<file path="src/logic/socket_macros.svh">
`ifndef SOCKET_MACROS_SVH
`define SOCKET_MACROS_SVH

// Clusters sharing the last-level cache
`define NUM_CLUSTERS 2

// Enough bits to tell every cluster apart
`define CL_ID_BITS 1

// Line address and line payload
`define LINE_ADDR_BITS 16
`define LINE_BITS 32

// Direct-mapped depth in lines as a power of two
`define L3_LINES 16

// Tag carried by an external snoop
`define SNP_TAG_BITS 4

`endif

</file>
<file path="src/logic/socket_pkg.sv">
`include "socket_macros.svh"

package socket_pkg;

    typedef enum logic [1:0] {
        CMD_READ  = 2'd0,
        CMD_WRITE = 2'd1,
        CMD_HALT  = 2'd2
    } cmd_op_t;

    // Command from the per-cluster port
    typedef struct packed {
        cmd_op_t                    op;
        logic [`LINE_ADDR_BITS-1:0] addr;
        logic [`LINE_BITS-1:0]      data;
    } cmd_t;

    // Cluster to cache and cache to DRAM
    typedef struct packed {
        logic                       write;
        logic [`LINE_ADDR_BITS-1:0] addr;
        logic [`LINE_BITS-1:0]      data;
        logic [`CL_ID_BITS-1:0]     tag;
    } mem_req_t;

    typedef struct packed {
        logic [`LINE_BITS-1:0]  data;
        logic [`CL_ID_BITS-1:0] tag;
    } mem_rsp_t;

    typedef struct packed {
        logic [`LINE_ADDR_BITS-1:0] addr;
        logic [`SNP_TAG_BITS-1:0]   tag;
    } snp_req_t;

endpackage

</file>
<file path="src/logic/cluster_port.sv">
`include "socket_macros.svh"

module cluster_port #(
    parameter int CLUSTER_ID = 0
) (
    input  logic                  clk,
    input  logic                  arst_n,
    input  logic                  cmd_valid,
    input  socket_pkg::cmd_t      cmd,
    output logic                  cmd_ready,
    output logic                  req_valid,
    output socket_pkg::mem_req_t  req,
    input  logic                  grant,
    input  logic                  core_rsp_valid,
    input  socket_pkg::mem_rsp_t  core_rsp,
    output logic                  rsp_valid,
    output logic [`LINE_BITS-1:0] rsp_data,
    input  logic                  fwd_valid,
    output logic                  fwd_ack,
    output logic                  busy,
    output logic                  ebreak
);
    localparam logic [`CL_ID_BITS-1:0] MY_ID = `CL_ID_BITS'(CLUSTER_ID);

    logic                 ready_q;
    logic                 req_valid_q;
    logic                 wait_q;
    logic                 ebreak_q;
    logic                 ack_q;
    logic                 cmd_acc;
    socket_pkg::mem_req_t req_q;

    // Held low for the first cycle out of reset
    assign cmd_ready = ready_q && !req_valid_q && !wait_q;
    assign cmd_acc   = cmd_valid && cmd_ready;

    assign req_valid = req_valid_q;
    assign req       = req_q;

    // Keep only responses that carry our own tag
    assign rsp_valid = wait_q && core_rsp_valid && (core_rsp.tag == MY_ID);
    assign rsp_data  = core_rsp.data;

    assign fwd_ack = ack_q;
    assign busy    = req_valid_q || wait_q;
    assign ebreak  = ebreak_q;

    always_ff @(posedge clk or negedge arst_n) begin
        if (!arst_n) begin
            ready_q     <= 1'b0;
            req_valid_q <= 1'b0;
            wait_q      <= 1'b0;
            ebreak_q    <= 1'b0;
            ack_q       <= 1'b0;
        end else begin
            ready_q <= 1'b1;
            ack_q   <= fwd_valid && !ack_q;
            if (cmd_acc) begin
                if (cmd.op == socket_pkg::CMD_HALT) begin
                    ebreak_q <= 1'b1;
                end else begin
                    req_valid_q <= 1'b1;
                end
            end
            if (req_valid_q && grant) begin
                req_valid_q <= 1'b0;
                wait_q      <= 1'b1;
            end
            if (rsp_valid) begin
                wait_q <= 1'b0;
            end
        end
    end

    always_ff @(posedge clk) begin
        if (cmd_acc) begin
            req_q.write <= (cmd.op == socket_pkg::CMD_WRITE);
            req_q.addr  <= cmd.addr;
            req_q.data  <= cmd.data;
            req_q.tag   <= MY_ID;
        end
    end

endmodule

</file>
<file path="config.mk">
export PLATFORM = sky130hd
export DESIGN_NAME = cluster_port
export DESIGN_NICKNAME = d
export VERILOG_FILES = /design/src/logic/socket_pkg.sv /design/src/logic/cluster_port.sv
export VERILOG_INCLUDE_DIRS = /design/src /design/src/logic
export SDC_FILE = /design/constraint.sdc
export NUM_CORES = 1
export LEC_CHECK = 0
export ABC_AREA = 0
export CAP_MARGIN = 15
export CORE_MARGIN = 5
export CORE_UTILIZATION = 45
export CTS_BUF_LIST = sky130_fd_sc_hd__clkbuf_4 sky130_fd_sc_hd__clkbuf_8 sky130_fd_sc_hd__clkbuf_16
export DETAILED_ROUTE_END_ITERATION = 8
export DONT_BUFFER_PORTS = 1
export PLACE_DENSITY = 0.59
export RECOVER_POWER = 50
export SYNTH_ARGS = -nofsm -noshare
export SYNTH_HDL_FRONTEND = slang
export SYNTH_SLANG_ARGS = --single-unit
</file>
<file path="constraint.sdc">
create_clock -name clk -period 2.6 [get_ports clk]
set_clock_uncertainty 0.2 [all_clocks]
set_input_delay 0.13 -clock clk [delete_from_list [all_inputs] [get_ports clk]]
set_output_delay 0.13 -clock clk [all_outputs]
set_load 0.02 [all_outputs]
</file>
==> flow_summary.ini <==
[global_route]
use_met3 = 0.08768
grt_pass1_vias = 1019
gr-usage-met2 = 0.2774
grt_pass1_wl_um = 6596
grt-busiest-layer = met2
grt_usage = 0.1542
grt_start_max_net_pins = 42
antenna_found_initial = 0
met1_usage = 0.1365
grt_overflow = 0

[sta]
finalHoldViolations = 0
holdWs_ns = 0.06001
min_period_over_period = 0.7455
finalSetupViolations = 0
drv_slew = 0
layout_min_cycle_time_ns = 1.938
rsz0062_at_grt = no
finalSetupTns_ns = 0
max_freq_mhz = 515.9

[placed_design]
dp.cells = 124
place_area_mm2 = 0.001794
port-buffer-count = 0
gp_congestion = 0.6612

[logic_synthesis]
ys_ff_latch = 54
ys_warn_count = 0
synth_area_mm2 = 0.001957
synth.distinct_cells = 14
ys_seq_area_frac = 0.8159
postSynthCellCount = 104
avgSynthCellArea_um2 = 18.82
syn_nets = 193

[layout]
layout.nets = 226
nFillCells = 330
final_common_cell = dlygate4sd3_1
layout_common_cells = 58 x dlygate4sd3_1, 49 x edfxtp_1, 5 x clkbuf_8, 5 x dfrtp_1, 4 x nor2b_1
diodes = 0
drive_above_1_share = 0.08696
syn_to_final_growth_pct = 27.11
finish.instance_area_mm2 = 0.002487
final_cell_count_no_fill = 190

[clock_network]
cts-root-buf = clkbuf_8
cts.htree.levels = 2
cts_tree = built
cts_buffers = 5
cts.sinks = 54
clk_latency_ns = 0.30
clkTransAtPathRegs_ns = 0.09
clk_path_buf_depth = 2
cts_setup_buffers = 0

[die]
ioPinCount = 177
die-height_um = 75.95
core_mm2 = 0.004294
dieArea_mm2 = 0.005768
start_util = 0.4557
num_rows = 24
die_x_um = 75.95

[route]
drtIter0Drc = 65
ant_nets = 0
drc_errors = 0
vias_per_cell = 4.858
wl_per_cell_um = 24.30
drt-total-wl_um = 4617
drtPass1Iterations = 4
num_vias = 923

[worst_setup_path]
worst-path-max-fanout = 5
critPathKind = flop to flop
startpoint_type = flop
end_kind = flop
arrival_ns = 1.98
required_ns = 2.64

[job]
maxCapViolCount = 0

[hold_path]
hold_class = input pin to primary output

[power_and_ir_drop]
ir_drop_mv = 0.3254
leakage_nw = 0.8764
p_per_area_mw_per_mm2 = 744.0
finalPower_mw = 1.851

[run_status]
status = complete, no violations
[cells by family (layout without fill, tap and decap cells)]
kind of cell | after synthesis | count (layout) | synth area share
flops | 54 | 54 | 0.8159
buf+inv | 35 | 69 | 0.1304
simple gates | 10 | 10 | 0.03261
other cells | 2 | 2 | 0.003838
compound gates | 2 | 2 | 0.01215
mux | 1 | 1 | 0.005115
[area by class of cell]
| class | count | area (µm²) | share of cell area |
|---|---|---|---|
| sequential | 54 | 1597 | 0.6418 |
| clock inverter | 3 | 43.79 | 0.01761 |
| tap | 52 | 65.06 | 0.02616 |
| timing repair buffer | 59 | 600.6 | 0.2414 |
| clock buffer | 5 | 68.82 | 0.02767 |
| multi-input combinational | 15 | 105.1 | 0.04225 |
| inverter | 2 | 7.507 | 0.003018 |
[sequential cells by signal, summed over array words and instances, names as in the netlist]
signal / cells
req_valid: 1
ebreak: 1
req: 49
fwd_ack: 1
wait_q: 1
ready_q: 1
[power breakdown]
part | total (mW) | internal, mW | leakage [nW] | switching, mW
logic | 0.161 | 0.0870 | 0.306 | 0.0744
clock network | 0.550 | 0.289 | 0.0585 | 0.261
registers | 1.14 | 1.03 | 0.512 | 0.108
total | 1.85 | 1.41 | 0.876 | 0.444
[path summary, 6_finish.rpt]
| path | cells after the start | end | slack, ns | start |
|---|---|---|---|---|
| max | 3 | req_valid | 0.66 | req_valid |
| min | 0 | rsp_data[12] | 0.06 | core_rsp[13] |
| max reg2reg | 3 | req_valid | 0.66 | req_valid |
| min reg2reg | 1 | wait_q | 0.34 | wait_q |
| max in group asynchronous | 2 | ebreak | 1.56 | arst_n |
| min in group asynchronous | 2 | fwd_ack | 0.45 | arst_n |
[synth_stat cells]
library cell,n,share of area
and2_1,1,0.0032
dfrtp_1,5,0.064
o32ai_2,1,0.0083
buf_4,33,0.13
nor2_1,1,0.0019
conb_1,2,0.0038
mux2i_1,1,0.0051
edfxtp_1,49,0.75
inv_1,2,0.0038
nor2b_1,4,0.013
and4bb_2,1,0.0064
a21o_1,1,0.0038
nand2_1,2,0.0038
or2_4,1,0.0045
[worst max-delay path: stages (launching register included)]
cell and delay [ns]:
dfrtp_1 0.51, or2_4 0.35, o32ai_2 0.25, dlygate4sd3_1 0.58
[what timing repair did]
action	CTS	global route
endpoints found under the hold margin	58	0
resized for setup	0	0
endpoints found under the setup margin	0	0
hold buffers	58	0
[metrics by stage]
step | setup slack, ns | utilization
global route | 0.6064 | 0.5793
CTS | 0.6660 | 0.5793
detailed placement | 0.7666 | 0.4178
global placement | 0.8000 | 0.4178
floorplan | 0.5857 | -
finish | 0.6617 | 0.5793
[layer usage]
metal / part of all wire / vias to the layer above / wire [µm]
met1: 0.28 / 419 / 1297
met4: 0.016 / 0 / 74
met5: 0 / - / 0
met2: 0.55 / 93 / 2558
met3: 0.15 / 13 / 686
li1: - / 398 / -
No activity file was read; power rests on OpenSTA's default activity.
